$ cat src/common/bus_pkg.sv
package bus_pkg;

    // widths shared by the front-side ports and the AXI4-Lite side.
    localparam int ADDR_W = 32;
    localparam int DATA_W = 32;
    localparam int BE_W = DATA_W / 8;

    // one front-side request, as a hart presents it on its instruction
    // or data port. The controller forwards the granted one to the bridge
    // in the same form.
    typedef struct packed {
        logic dren;
        logic dwen;
        logic [ADDR_W-1:0] daddr;
        logic [DATA_W-1:0] dstore;
        logic [BE_W-1:0] dbyte_en;
    } fsb_req_t;

    // response back to one front-side port.
    // dwait drops for a single cycle when the transfer completes.
    typedef struct packed {
        logic dwait;
        logic [DATA_W-1:0] dload;
        logic derror;
    } fsb_rsp_t;

    // answer from the bridge to the controller.
    // rdata and error are valid in the first cycle busy is low again.
    typedef struct packed {
        logic busy;
        logic [DATA_W-1:0] rdata;
        logic error;
    } gen_rsp_t;

    // AXI4-Lite response codes used on the B and R channels.
    typedef enum logic [1:0] {
        OKAY = 2'b00,
        SLVERR = 2'b10
    } axi_resp_t;

    // exclusive access is not part of AXI4-Lite, and a decode error is
    // reported by the interconnect. Anything other than OKAY is treated
    // as a failed transfer by the bridge.

endpackage

$ cat src/memory_controller/bus_timeout_timer.sv
module bus_timeout_timer #(
    parameter int TIMEOUT_CYCLES = 64
) (
    input logic CLK,
    input logic rst_n,
    input logic clear,
    input logic run,
    output logic expired
);
    localparam int CNT_W = $clog2(TIMEOUT_CYCLES + 1);

    // cycles spent waiting on the AXI side for the current transfer.
    logic [CNT_W-1:0] count;

    // the count saturates, so expired holds until the next clear.
    assign expired = (count == CNT_W'(TIMEOUT_CYCLES));

    always_ff @(posedge CLK) begin
        if (!rst_n) begin
            count <= '0;
        end else if (clear) begin
            count <= '0;
        end else if (run && !expired) begin
            count <= count + 1'b1;
        end
    end

    // clear wins over run.
    // a new transfer always starts from zero even if the previous one
    // was still being counted when it was abandoned.

    // with TIMEOUT_CYCLES of 64 the counter is seven bits wide and stops
    // at 64, well short of wrapping.
endmodule

$ cat src/memory_controller/memory_controller.sv
module memory_controller #(
    parameter int NUM_HARTS = 2,
    parameter int TIMEOUT_CYCLES = 64
) (
    input logic CLK,
    input logic rst_n,
    input bus_pkg::fsb_req_t [2*NUM_HARTS-1:0] fsb_req,
    output bus_pkg::fsb_rsp_t [2*NUM_HARTS-1:0] fsb_rsp,
    output bus_pkg::fsb_req_t gen_req,
    output logic start,
    input bus_pkg::gen_rsp_t gen_rsp
);
    import bus_pkg::*;

    localparam int NUM_REQ = 2 * NUM_HARTS;
    localparam int IDX_W = $clog2(NUM_REQ);

    typedef enum logic [2:0] {
        IDLE,
        ISSUE,
        WAIT,
        RESPOND,
        DRAIN
    } state_t;

    state_t state;
    logic [IDX_W-1:0] grant_q;
    logic timed_out_q;
    logic [DATA_W-1:0] rsp_data_q;
    logic rsp_err_q;

    logic [NUM_REQ-1:0] pending;
    logic [IDX_W-1:0] grant_idx;
    logic grant_valid;
    logic advance;
    logic expired;
    logic xfer_done;

    // once a requester is granted, only its own bit is shown to the
    // arbiter, so grant_idx still names it when the pointer advances.
    always_comb begin
        for (int i = 0; i < NUM_REQ; i++) begin
            pending[i] = (fsb_req[i].dren || fsb_req[i].dwen)
                         && (state == IDLE || grant_q == IDX_W'(i));
        end
    end

    request_arbiter #(
        .NUM_HARTS(NUM_HARTS)
    ) u_request_arbiter (
        .CLK(CLK),
        .rst_n(rst_n),
        .pending(pending),
        .advance(advance),
        .grant_idx(grant_idx),
        .grant_valid(grant_valid)
    );

    bus_timeout_timer #(
        .TIMEOUT_CYCLES(TIMEOUT_CYCLES)
    ) u_bus_timeout_timer (
        .CLK(CLK),
        .rst_n(rst_n),
        .clear(start),
        .run(state == WAIT),
        .expired(expired)
    );

    assign start = (state == ISSUE);
    assign gen_req = fsb_req[grant_q];
    assign xfer_done = !gen_rsp.busy;
    assign advance = (state == WAIT) && (xfer_done || expired);

    always_ff @(posedge CLK) begin
        if (!rst_n) begin
            state <= IDLE;
            grant_q <= '0;
            timed_out_q <= 1'b0;
        end else begin
            case (state)
                IDLE: begin
                    if (grant_valid) begin
                        grant_q <= grant_idx;
                        state <= ISSUE;
                    end
                end
                ISSUE: state <= WAIT;
                WAIT: begin
                    if (xfer_done) begin
                        timed_out_q <= 1'b0;
                        state <= RESPOND;
                    end else if (expired) begin
                        timed_out_q <= 1'b1;
                        state <= RESPOND;
                    end
                end
                // a timed out transfer still owes an AXI response.
                RESPOND: state <= timed_out_q ? DRAIN : IDLE;
                DRAIN: begin
                    if (xfer_done) begin
                        state <= IDLE;
                    end
                end
                default: state <= IDLE;
            endcase
        end
    end

    always_ff @(posedge CLK) begin
        if (state == WAIT) begin
            rsp_data_q <= xfer_done ? gen_rsp.rdata : '0;
            rsp_err_q <= xfer_done ? gen_rsp.error : 1'b1;
        end
    end

    always_comb begin
        for (int i = 0; i < NUM_REQ; i++) begin
            fsb_rsp[i].dwait = !(state == RESPOND && grant_q == IDX_W'(i));
            fsb_rsp[i].dload = rsp_data_q;
            fsb_rsp[i].derror = !fsb_rsp[i].dwait && rsp_err_q;
        end
    end
endmodule

$ cat src/memory_controller/request_arbiter.sv
module request_arbiter #(
    parameter int NUM_HARTS = 2
) (
    input logic CLK,
    input logic rst_n,
    input logic [2*NUM_HARTS-1:0] pending,
    input logic advance,
    output logic [$clog2(2*NUM_HARTS)-1:0] grant_idx,
    output logic grant_valid
);
    localparam int NUM_REQ = 2 * NUM_HARTS;
    localparam int IDX_W = $clog2(NUM_REQ);

    // the requester with the highest priority this round.
    logic [IDX_W-1:0] ptr;

    // walk the offsets from the far end back towards the pointer, so the
    // last hit written is the first set bit at or after the pointer.
    always_comb begin
        int unsigned cand;
        grant_idx = '0;
        grant_valid = 1'b0;
        for (int off = NUM_REQ - 1; off >= 0; off--) begin
            cand = int'(ptr) + off;
            if (cand >= NUM_REQ) begin
                cand = cand - NUM_REQ;
            end
            if (pending[cand]) begin
                grant_idx = IDX_W'(cand);
                grant_valid = 1'b1;
            end
        end
    end

    // the served requester drops to lowest priority.
    // Its neighbour becomes the first to be looked at.
    always_ff @(posedge CLK) begin
        if (!rst_n) begin
            ptr <= '0;
        end else if (advance) begin
            if (grant_idx == IDX_W'(NUM_REQ - 1)) begin
                ptr <= '0;
            end else begin
                ptr <= grant_idx + 1'b1;
            end
        end
    end

    // NUM_REQ is even and at least two, so IDX_W is never zero and every
    // value of ptr below NUM_REQ is reachable.
    // a non power of two requester count simply wraps early.
endmodule

$ cat src/source/axi_lite_bridge.sv
module axi_lite_bridge (
    input logic CLK,
    input logic rst_n,
    input bus_pkg::fsb_req_t gen_req,
    input logic start,
    output bus_pkg::gen_rsp_t gen_rsp,
    output logic [bus_pkg::ADDR_W-1:0] awaddr,
    output logic awvalid,
    input logic awready,
    output logic [bus_pkg::DATA_W-1:0] wdata,
    output logic [bus_pkg::BE_W-1:0] wstrb,
    output logic wvalid,
    input logic wready,
    input logic [1:0] bresp,
    input logic bvalid,
    output logic bready,
    output logic [bus_pkg::ADDR_W-1:0] araddr,
    output logic arvalid,
    input logic arready,
    input logic [bus_pkg::DATA_W-1:0] rdata,
    input logic [1:0] rresp,
    input logic rvalid,
    output logic rready
);
    import bus_pkg::*;

    fsb_req_t req_q;
    logic busy_q;
    logic [DATA_W-1:0] rdata_q;
    logic error_q;

    // valids still waiting for their handshake after this cycle.
    logic aw_left;
    logic w_left;

    assign aw_left = awvalid && !awready;
    assign w_left = wvalid && !wready;

    assign awaddr = req_q.daddr;
    assign wdata = req_q.dstore;
    assign wstrb = req_q.dbyte_en;
    assign araddr = req_q.daddr;

    assign gen_rsp = '{busy: busy_q, rdata: rdata_q, error: error_q};

    always_ff @(posedge CLK) begin
        if (!rst_n) begin
            busy_q <= 1'b0;
            awvalid <= 1'b0;
            wvalid <= 1'b0;
            bready <= 1'b0;
            arvalid <= 1'b0;
            rready <= 1'b0;
        end else if (start) begin
            busy_q <= 1'b1;
            awvalid <= gen_req.dwen;
            wvalid <= gen_req.dwen;
            arvalid <= !gen_req.dwen;
        end else if (busy_q) begin
            awvalid <= aw_left;
            wvalid <= w_left;
            // write response is accepted only once address and data are in.
            if (req_q.dwen && !bready && !aw_left && !w_left) begin
                bready <= 1'b1;
            end
            if (bvalid && bready) begin
                bready <= 1'b0;
                busy_q <= 1'b0;
            end
            if (arvalid && arready) begin
                arvalid <= 1'b0;
                rready <= 1'b1;
            end
            if (rvalid && rready) begin
                rready <= 1'b0;
                busy_q <= 1'b0;
            end
        end
    end

    always_ff @(posedge CLK) begin
        if (start) begin
            req_q <= gen_req;
        end
        if (busy_q && bvalid && bready) begin
            rdata_q <= '0;
            error_q <= (bresp != OKAY);
        end
        if (busy_q && rvalid && rready) begin
            rdata_q <= rdata;
            error_q <= (rresp != OKAY);
        end
    end
endmodule

$ cat src/source/multicore_bus_wrapper.sv
module multicore_bus_wrapper #(
    parameter int NUM_HARTS = 2,
    parameter int TIMEOUT_CYCLES = 64
) (
    input logic CLK,
    input logic rst_n,
    input bus_pkg::fsb_req_t [2*NUM_HARTS-1:0] fsb_req,
    output bus_pkg::fsb_rsp_t [2*NUM_HARTS-1:0] fsb_rsp,
    output logic [bus_pkg::ADDR_W-1:0] awaddr,
    output logic awvalid,
    input logic awready,
    output logic [bus_pkg::DATA_W-1:0] wdata,
    output logic [bus_pkg::BE_W-1:0] wstrb,
    output logic wvalid,
    input logic wready,
    input logic [1:0] bresp,
    input logic bvalid,
    output logic bready,
    output logic [bus_pkg::ADDR_W-1:0] araddr,
    output logic arvalid,
    input logic arready,
    input logic [bus_pkg::DATA_W-1:0] rdata,
    input logic [1:0] rresp,
    input logic rvalid,
    output logic rready
);
    import bus_pkg::*;

    // requester ports are ordered instruction, data for each hart.
    fsb_req_t gen_req;
    gen_rsp_t gen_rsp;
    logic start;

    memory_controller #(
        .NUM_HARTS(NUM_HARTS),
        .TIMEOUT_CYCLES(TIMEOUT_CYCLES)
    ) u_memory_controller (
        .CLK(CLK),
        .rst_n(rst_n),
        .fsb_req(fsb_req),
        .fsb_rsp(fsb_rsp),
        .gen_req(gen_req),
        .start(start),
        .gen_rsp(gen_rsp)
    );

    axi_lite_bridge u_axi_lite_bridge (
        .CLK(CLK),
        .rst_n(rst_n),
        .gen_req(gen_req),
        .start(start),
        .gen_rsp(gen_rsp),
        .awaddr(awaddr),
        .awvalid(awvalid),
        .awready(awready),
        .wdata(wdata),
        .wstrb(wstrb),
        .wvalid(wvalid),
        .wready(wready),
        .bresp(bresp),
        .bvalid(bvalid),
        .bready(bready),
        .araddr(araddr),
        .arvalid(arvalid),
        .arready(arready),
        .rdata(rdata),
        .rresp(rresp),
        .rvalid(rvalid),
        .rready(rready)
    );
endmodule

$ cat config.mk
export PLATFORM = sky130hd
export DESIGN_NAME = multicore_bus_wrapper
export DESIGN_NICKNAME = d
export VERILOG_FILES = /design/src/common/bus_pkg.sv /design/src/memory_controller/bus_timeout_timer.sv /design/src/memory_controller/memory_controller.sv /design/src/memory_controller/request_arbiter.sv /design/src/source/axi_lite_bridge.sv /design/src/source/multicore_bus_wrapper.sv
export SDC_FILE = /design/constraint.sdc
export NUM_CORES = 1
export LEC_CHECK = 0
export BUFFER_PORTS_ARGS = -buffer_cell sky130_fd_sc_hd__buf_4
export CAP_MARGIN = 10
export CELL_PAD_IN_SITES_DETAIL_PLACEMENT = 0
export CELL_PAD_IN_SITES_GLOBAL_PLACEMENT = 1
export CORE_AREA = 2 2 217 219
export CTS_CLUSTER_SIZE = 14
export DETAILED_ROUTE_END_ITERATION = 10
export DIE_AREA = 0 0 219 221
export PLACE_DENSITY_LB_ADDON = 0.1
export REMOVE_ABC_BUFFERS = 1
export SETUP_SLACK_MARGIN = 0.2
export SLEW_MARGIN = 20
export SYNTH_ARGS = -nofsm -noshare
export SYNTH_HDL_FRONTEND = slang
export SYNTH_SLANG_ARGS = --single-unit
$ cat constraint.sdc
create_clock -name CLK -period 4 [get_ports CLK]
set_input_delay 0.4 -clock CLK [delete_from_list [all_inputs] [get_ports CLK]]
set_output_delay 0.4 -clock CLK [all_outputs]
set_load 0.1 [all_outputs]
==> impl_summary.md, run 1 <==
Status
The run finished with clean final reports.

Floorplan
In this run the horizontal extent of the chip is 219 µm. The initial standard-cell utilization of the core is 19.0%. The die outline height is 221 µm. The placeable core area is 46,100 µm².

After floorplanning, the core was divided into 79 placement rows. The die outline area is 48,400 µm². 564 I/O pins were placed.

Timing
At the pin with the least slew margin, the transition time is 0.798 ns. The final max-slew violation count came to 0. The number of endpoints with negative hold slack in the final report is 0.

After layout, the worst path uses 60.9% of the clock period. The clock skew after layout is 0.0115 ns. The final setup violation count is 0. Setup repair after global routing left no endpoint under its margin. The worst hold margin is 0.231 ns. The worst path needs 2.44 ns of the cycle, external delays included.

In the post-route analysis, the smallest setup slack over all paths is 1.56 ns. Measured against its own limit, the worst slew margin works out to 46.8%. The highest clock rate is 0.411 GHz.

Place
The congestion estimate from routability-driven global placement came to 0.803. The count of buffers from port buffering is 563. Detailed placement finished with a half-perimeter wire length of 28,600 µm. The post-placement cell area is 12,300 µm². The worst slack at placement is 1.56 ns.

Clock tree
The H-tree generated during clock tree synthesis spans 4 levels. Clock tree synthesis found a total of 156 sinks. Counting along the longest clock path gives a buffer depth of 2. The TritonCTS clock tree is done. The CTS buffer count is 17. The clock edge transition at the registers on the reported setup and hold paths is 0.07 ns. The cell chosen for the clock root is sky130_fd_sc_hd__clkbuf_16. The count of instances resized after the clock tree is built is 0.

Clock latency on the worst-skew pair, taken at its later pin, is 0.45 ns. The buffer count from post-CTS setup fixing is 0. After clock tree synthesis, the flow added hold-fix buffers numbering 0.

Route
The final layout contains routed wiring with a total length of 35,400 µm. Summing over every cut layer, the via total after detailed routing is 6,161. The vias per cell is 3.80.

The per-cell routed wire length is 21.9 µm. The length of the first detailed-routing pass in iterations is 6. The residual antenna-violating net count after detailed routing is 0. The first routing iteration left 199 violations. After detailed routing, the number of remaining DRC violations is 0.

Global routing
Global routing used 26.1% of the available met2 tracks. The initial antenna violation count is 13. The total routing resource utilization after global routing is 14.3%.

Entering global routing, the biggest net connects 55 pins. The via count of the first global-routing pass was 6,512. The global-route wire length before repair is 48,700 µm. The global routing usage on met1 is 15.1%. met2 is the most crowded layer. For this run the aggregate overflow at the end of global routing stands at 0.

Global routing used 5.32% of the available met3 tracks.

Layout
Summing all non-filler instances in the final layout gives an area of 12,900 µm². In the final layout, the share of cells above drive strength 1 is 68.3%. The top cell types in the final layout, fill and taps aside, are sky130_fd_sc_hd__buf_4, sky130_fd_sc_hd__edfxtp_1, sky130_fd_sc_hd__mux4_2.

The net count of the finished layout is 1,318. Relative to the synthesized area, the layout overhead comes to 47.2%. The most common cell after layout, fill and taps aside is sky130_fd_sc_hd__buf_4.

Power and ir drop
In this run the power spent charging and discharging nets is 2.68 mW. In this run, the combinational gates consume 39.8% of the power. The power density of the placed cells is 484 nW/µm². The sequential fraction of design power is 33.2%. Summed over all cells, the static leakage comes to 5.41 nW. The internal power consumption is 3.54 mW.

Of the total power, the share spent switching nets is 43.1%. The clock network fraction of design power is 27.0%. IR analysis of the VDD net gives a maximum drop of 409 µV.

Critical path
The classification of the worst setup path is reg -> out. The signal on the critical path passes through nor2b_1 -> and3_1 -> buf_4. The longest individual stage delay on the worst path is 0.80 ns.

On the critical path, the stage with the largest delay is an instance of sky130_fd_sc_hd__dfxtp_4. On the critical path the largest part of the delay comes from flip-flops. The number of buffers and inverters on the critical path is 1. The endpoint required time on the critical path is 3.60 ns. STA classifies the critical path endpoint as a primary output.

Of all nets on the critical path, the largest fanout is 46. STA classifies the critical path startpoint as a flip-flop. The worst endpoint data arrival time is 2.04 ns.

Logic synthesis
The count of different cell masters after synthesis is 47. The cell area after technology mapping is 8740 µm². Each instance of the synthesized netlist takes up on average 14.0 µm². After synthesis the netlist holds a flip-flop and latch count of 156.

In the synthesized netlist the async set-or-reset flop fraction comes to 0%. Synthesis handed over a netlist of 626 instances. For this run, the leading register cell type out of synthesis is sky130_fd_sc_hd__edfxtp_1.

The number of flops mapped to enable cells by yosys is 135. The part of the Yosys area used for sequential elements is 51.2%. The count of synthesis-stage warnings from yosys is 0.

Min path
The type of the most critical hold path is in -> reg.

Job
The tool flagged a number of max-cap violations equal to 0.
sequential cells by signal, summed over array words and instances (netlist names):
name                                           count
u_memory_controller.u_request_arbiter.ptr          2
u_axi_lite_bridge.wstrb                            4
u_axi_lite_bridge.wvalid                           1
u_axi_lite_bridge.awvalid                          1
u_axi_lite_bridge.bready                           1
u_memory_controller.grant_q                        2
u_memory_controller.rsp_err_q                      1
u_axi_lite_bridge.wdata                           32
u_memory_controller.state                          3
u_axi_lite_bridge.error_q                          1
u_axi_lite_bridge.rdata_q                         32
u_memory_controller.timed_out_q                    1
u_axi_lite_bridge.araddr                          32
u_memory_controller.rsp_data_q                    32
u_axi_lite_bridge.arvalid                          1
u_axi_lite_bridge.rready                           1
u_axi_lite_bridge.req_q                            1
u_axi_lite_bridge.busy_q                           1
u_memory_controller.u_bus_timeout_timer.count      7
worst paths after layout:
kind,startpoint,end,slack [ns],depth (start not counted)
worst max-delay path,u_memory_controller.grant_q[1],fsb_rsp[68],1.56,3
worst min-delay path,rdata[22],u_axi_lite_bridge.rdata_q[22],0.23,2
worst max register to register,u_memory_controller.state[0],u_axi_lite_bridge.araddr[13],1.64,3
worst min register to register,u_axi_lite_bridge.awvalid,u_axi_lite_bridge.awvalid,0.50,2
metal layers:
metal	up-vias	share of wire (%)
met4	8	1.3
met1	2970	36
met5	-	0.14
met2	310	53
met3	33	9.1
li1	2840	-
final cells by class:
| type | count | area, µm² |
|---|---|---|
| fill | 4790 | 33200 |
| sequential | 156 | 4480 |
| timing repair buffer | 572 | 4330 |
| multi-input combinational | 240 | 2660 |
| tap | 607 | 759 |
| clock buffer | 17 | 425 |
| clock inverter | 15 | 163 |
| inverter | 6 | 23.8 |
| antenna | 8 | 20.0 |
cell families after synthesis:
family                   count (synthesis)  share of synthesized area [%]
AO/OA/AOI/OAI                           32                           2.96
XOR/XNOR                                 7                          0.702
adder cells (fa/ha/maj)                  2                          0.286
buffers and inverters                  230                           18.4
flip-flops                             156                           51.2
multiplexers                            71                           18.0
AND/OR/NAND/NOR                        128                           8.38
synth_stat cells (5+ instances only):
cell type,count,area share (%)
sky130_fd_sc_hd__buf_2,10,0.57
sky130_fd_sc_hd__and3_1,5,0.36
sky130_fd_sc_hd__edfxtp_1,135,46
sky130_fd_sc_hd__nor2_1,15,0.64
sky130_fd_sc_hd__inv_1,6,0.26
sky130_fd_sc_hd__nand3_1,8,0.46
sky130_fd_sc_hd__clkbuf_1,14,0.60
sky130_fd_sc_hd__and2_1,35,2.5
sky130_fd_sc_hd__a21boi_0,5,0.43
sky130_fd_sc_hd__buf_4,196,17
sky130_fd_sc_hd__mux4_2,69,18
sky130_fd_sc_hd__nor2b_1,36,2.6
sky130_fd_sc_hd__nand2_1,18,0.77
sky130_fd_sc_hd__dfxtp_1,21,4.8
power by group through the flow:
| stage | sequential (mW) | combinational (mW) | clock, mW |
|---|---|---|---|
| finish | 2.07 | 2.47 | 1.68 |
| CTS | 2.07 | 2.50 | 1.76 |
| floorplan | 3.54 | 0.354 | 0 |
| global route | 2.08 | 2.56 | 1.80 |
| global placement | 2.11 | 2.50 | 0 |
| detailed placement | 2.10 | 2.50 | 0 |
metrics by stage:
step / instances / power (mW) / setup TNS (ns) / utilization [%]
final: 1621 / 6.22 / 0 / 27.9
after global routing: 1618 / 6.45 / 0 / 27.9
after CTS: 1613 / 6.33 / 0 / 27.9
after detailed placement: 1581 / 4.60 / 0 / 26.6
after global placement: 1580 / 4.61 / 0 / 26.5
after floorplan: 402 / 3.89 / -6.76 / -
worst reg2reg max path, cell delays in order (launching register included):
cell                       delay [ns]
sky130_fd_sc_hd__dfxtp_1         0.48
sky130_fd_sc_hd__or3b_2          0.61
sky130_fd_sc_hd__clkinv_2        0.55
sky130_fd_sc_hd__buf_4           0.41
Power figures use the tool's default switching activity.
==> run 2: changes to the inputs <==
Clock period 4 ns to 2 ns, I/O delays scaled along.
==> run 2 against run 1 <==
Effect of this change: register-to-register slack got worse by 1.4 ns; highest routed layer unchanged; clock power grew 92%; sequential power rose by 97%; critical path depth did not move; sequential share of layout area decreased by 1.3 points; first-iteration DRC count rose by 34%.
==> impl_summary.md, run 2 (synthesis gave the netlist of run 1 again) <==
Status
The flow ran to the end, and the final reports show no timing, DRC or antenna violations.

Layout
The ratio of cells with drive above 1 in the final layout was 67.2% (-1.1 points). Compared with the post-synthesis result, the final layout area differs by 53.2%. The final-layout fill cell count is 4,790 (unchanged). The final core utilization is 29.1% (+1.1 points). The filler-free cell count of the finished design came to 1,667 (+2.8%). The library cell used most frequently in the layout, excluding fill and tap cells, is sky130_fd_sc_hd__buf_4.

The flip-flop and latch area came to 4490 µm² (+0.25%). The total non-filler cell area in the finished layout is 13,400 µm² (+4.1%). The library cells used most frequently in the layout, excluding fill and tap cells, are sky130_fd_sc_hd__buf_4, sky130_fd_sc_hd__edfxtp_1, sky130_fd_sc_hd__mux4_2.

The count of nets after finishing is 1,362 (+3.3%). The multi-input combinational cell area is 2700 µm² (+1.5%).

Timing
The tightest slew margin relative to the limit is 66.5% (+20 points). The worst hold margin came to 0.0512 ns (-0.180 ns). Setup repair after global routing could not meet its margin everywhere.

The worst-case setup margin in the final layout came to 0.247 ns (-1.32 ns). The final critical path takes up 87.7% of the cycle. The actual slew at the worst max-slew pin came to 0.503 ns (-0.295 ns).

The clock skew after layout came to 0.00685 ns (-0.00468 ns). The final max-slew violation count is 0 (unchanged). The setup TNS is 0 ns (unchanged). The number of endpoints with negative hold slack in the final report was 0 (unchanged).

The highest clock rate is 0.570 GHz. The final setup violation count is 0 (unchanged). The clock period could shrink to 1.75 ns.

Floorplan
The number of cell rows is 79 (unchanged). The initial standard-cell utilization of the core is 19.0% (unchanged). The die outline height is 221 µm (unchanged).

The die outline area was 48,400 µm² (unchanged). The number of top-level pins is 564 (unchanged). The placeable core area is 46,100 µm² (unchanged). The die extent in x is 219 µm (unchanged).

Critical path
The worst endpoint data arrival time is 1.55 ns (-0.49 ns). Following the worst setup path forward leads to its endpoint at fsb_rsp[0]. The classification of the worst setup path is reg -> out.

The longest individual stage delay on the worst path is 0.41 ns (-0.39 ns). The endpoint required time on the critical path is 1.80 ns (-1.80 ns). STA classifies the critical path startpoint as a flip-flop. The capture point of the worst reg-to-reg path is u_axi_lite_bridge.wdata[12]. Traced cell by cell, the critical path runs through and3b_2 -> and3_4 -> buf_12. The worst setup path is captured at a primary output. The worst reg-to-reg path cell count is 4 (+1). The number of buffers and inverters on the critical path is 1 (unchanged). The critical path starts at u_memory_controller.state[1]. The worst setup slack for register-to-register paths is 0.26 ns (-1.38 ns). The largest fanout on the critical path is 9 (-80%).

The worst register-to-register path begins at u_memory_controller.state[2]. Grouping stages by cell kind, the critical path spends the most delay in simple AND/OR/NAND/NOR gates. The logic depth of the worst path, buffers included was 3 (unchanged). The cell type of the slowest stage on the worst timing path is sky130_fd_sc_hd__dfxtp_4.

Route
The number of design rule violations left after detail routing is 0 (unchanged). The total vias in the final route was 6,482 (+5.2%). The residual antenna-violating net count after detailed routing was 0 (unchanged).

The detailed router's first-iteration violation count was 266 (+34%). The length of the first detailed-routing pass in iterations is 4 (-2). The per-cell routed wire length is 21.9 µm (about the same). The routed wire length is 36,500 µm (+2.9%).

The vias per cell is 3.89 (+2.3%).

Power and ir drop
The power density of the placed cells is 930 nW/µm² (+92%). The overall power came to 12.5 mW (+100%). The sequential fraction of design power is 32.7% (-0.5 points). The static leakage power is 5.62 nW (+3.8%). The fraction of power spent switching nets is 44.2% (+1.1 points). The clock network fraction of design power is 25.9% (-1.1 points).

The reported net switching power is 5.51 mW (+110%). The part of the total power dissipated in combinational logic was 41.3% (+1.5 points). The peak supply drop is 604 µV (+48%).

The internal power consumption is 6.95 mW (+96%).

Clock tree
The number of levels in the clock H-tree is 4 (unchanged). The number of buffers on the longest clock path is 2 (unchanged). The CTS buffer count was 17 (unchanged). The clock insertion delay at the later pin of the skew report is 0.49 ns (+0.04 ns). CTS placed an instance of sky130_fd_sc_hd__clkbuf_16 at the clock tree root. The clock edge transition at the registers on the reported setup and hold paths came to 0.07 ns (about the same). The TritonCTS clock tree is done. The total clock sinks is 156 (unchanged).

Place
The detailed-placement wirelength estimate is 29,200 µm (+2.0%). The worst slack at placement is 0.263 ns (-1.30 ns). The routability congestion estimate from global placement came to 0.784 (-2.3%). The count of buffers from port buffering came to 563 (unchanged). The post-placement cell area is 12,300 µm² (+0.49%). The placed instance count is 1,585 (+0.25%).

Global routing
The via count of the first global-routing pass is 6,665 (+2.3%). The global-route wire length before repair is 49,800 µm (+2.2%). The total routing resource utilization after global routing was 14.9% (+0.60 points). The maximum number of pins on one net before global-route repair is 69 (+25%). The initial antenna violation count is 12 (-1).

The total congestion overflow after global routing is 0 (unchanged).

Min path
The tightest min-delay check is of the in -> reg type.

Job
The number of violations of the max-capacitance limit came to 0 (unchanged).
==> run 2: timing repair <==
| item | CTS | global route |
|---|---|---|
| resized for setup | 24 | 3 |
| hold endpoints to repair | 34 | 0 |
| cloned | 1 | 0 |
| hold buffers | 34 | 0 |
| buffers inserted | 5 | 0 |
| pin swaps | 0 | 1 |
| setup endpoints to repair | 8 | 17 |
==> run 2: final cells by class <==
class / instances / share of cell area, %
clock buffers: 17 / 3.18
inverters: 6 / 0.178
clock inverters: 15 / 0.963
repair buffers: 615 / 36.1
multi-input cells: 241 / 20.2
flip-flops and latches: 156 / 33.6
diodes: 10 / 0.187
well taps: 607 / 5.67
==> run 2: worst min path at each step <==
stage / start / end / cells past startpoint / slack (ns)
after floorplan: rst_n / u_axi_lite_bridge.arvalid / 1 / 0.32
after global placement: rdata[26] / u_axi_lite_bridge.rdata_q[26] / 2 / 0.48
after detailed placement: rdata[26] / u_axi_lite_bridge.rdata_q[26] / 2 / 0.48
after CTS: rst_n / u_memory_controller.u_request_arbiter.ptr[0] / 2 / 0.009
after global routing: rst_n / u_memory_controller.u_request_arbiter.ptr[0] / 2 / 0.04
final: awready / u_axi_lite_bridge.awvalid / 4 / 0.05
==> run 2: routing by layer <==
metal	up-vias	track usage (%)	wire [µm]
li1	2947	-	-
met1	3170	15.8	13200
met2	324	26.1	18900
met3	37	6.05	3410
met4	4	6.28	898
met5	-	0	21
==> run 2: power by group through the flow <==
stage	logic, mW	clock network, mW	registers (mW)
after floorplan	0.709	0	7.08
after global placement	5.09	0	4.16
after detailed placement	5.09	0	4.16
after CTS	5.18	3.43	4.08
after global routing	5.32	3.53	4.11
final	5.14	3.23	4.08
==> run 2: worst reg2reg max path: stages, from the launching register on <==
cell                       delay [ns]
sky130_fd_sc_hd__dfxtp_4         0.38
sky130_fd_sc_hd__buf_4           0.14
sky130_fd_sc_hd__or3b_2          0.48
sky130_fd_sc_hd__clkinv_2        0.13
sky130_fd_sc_hd__buf_16          0.25
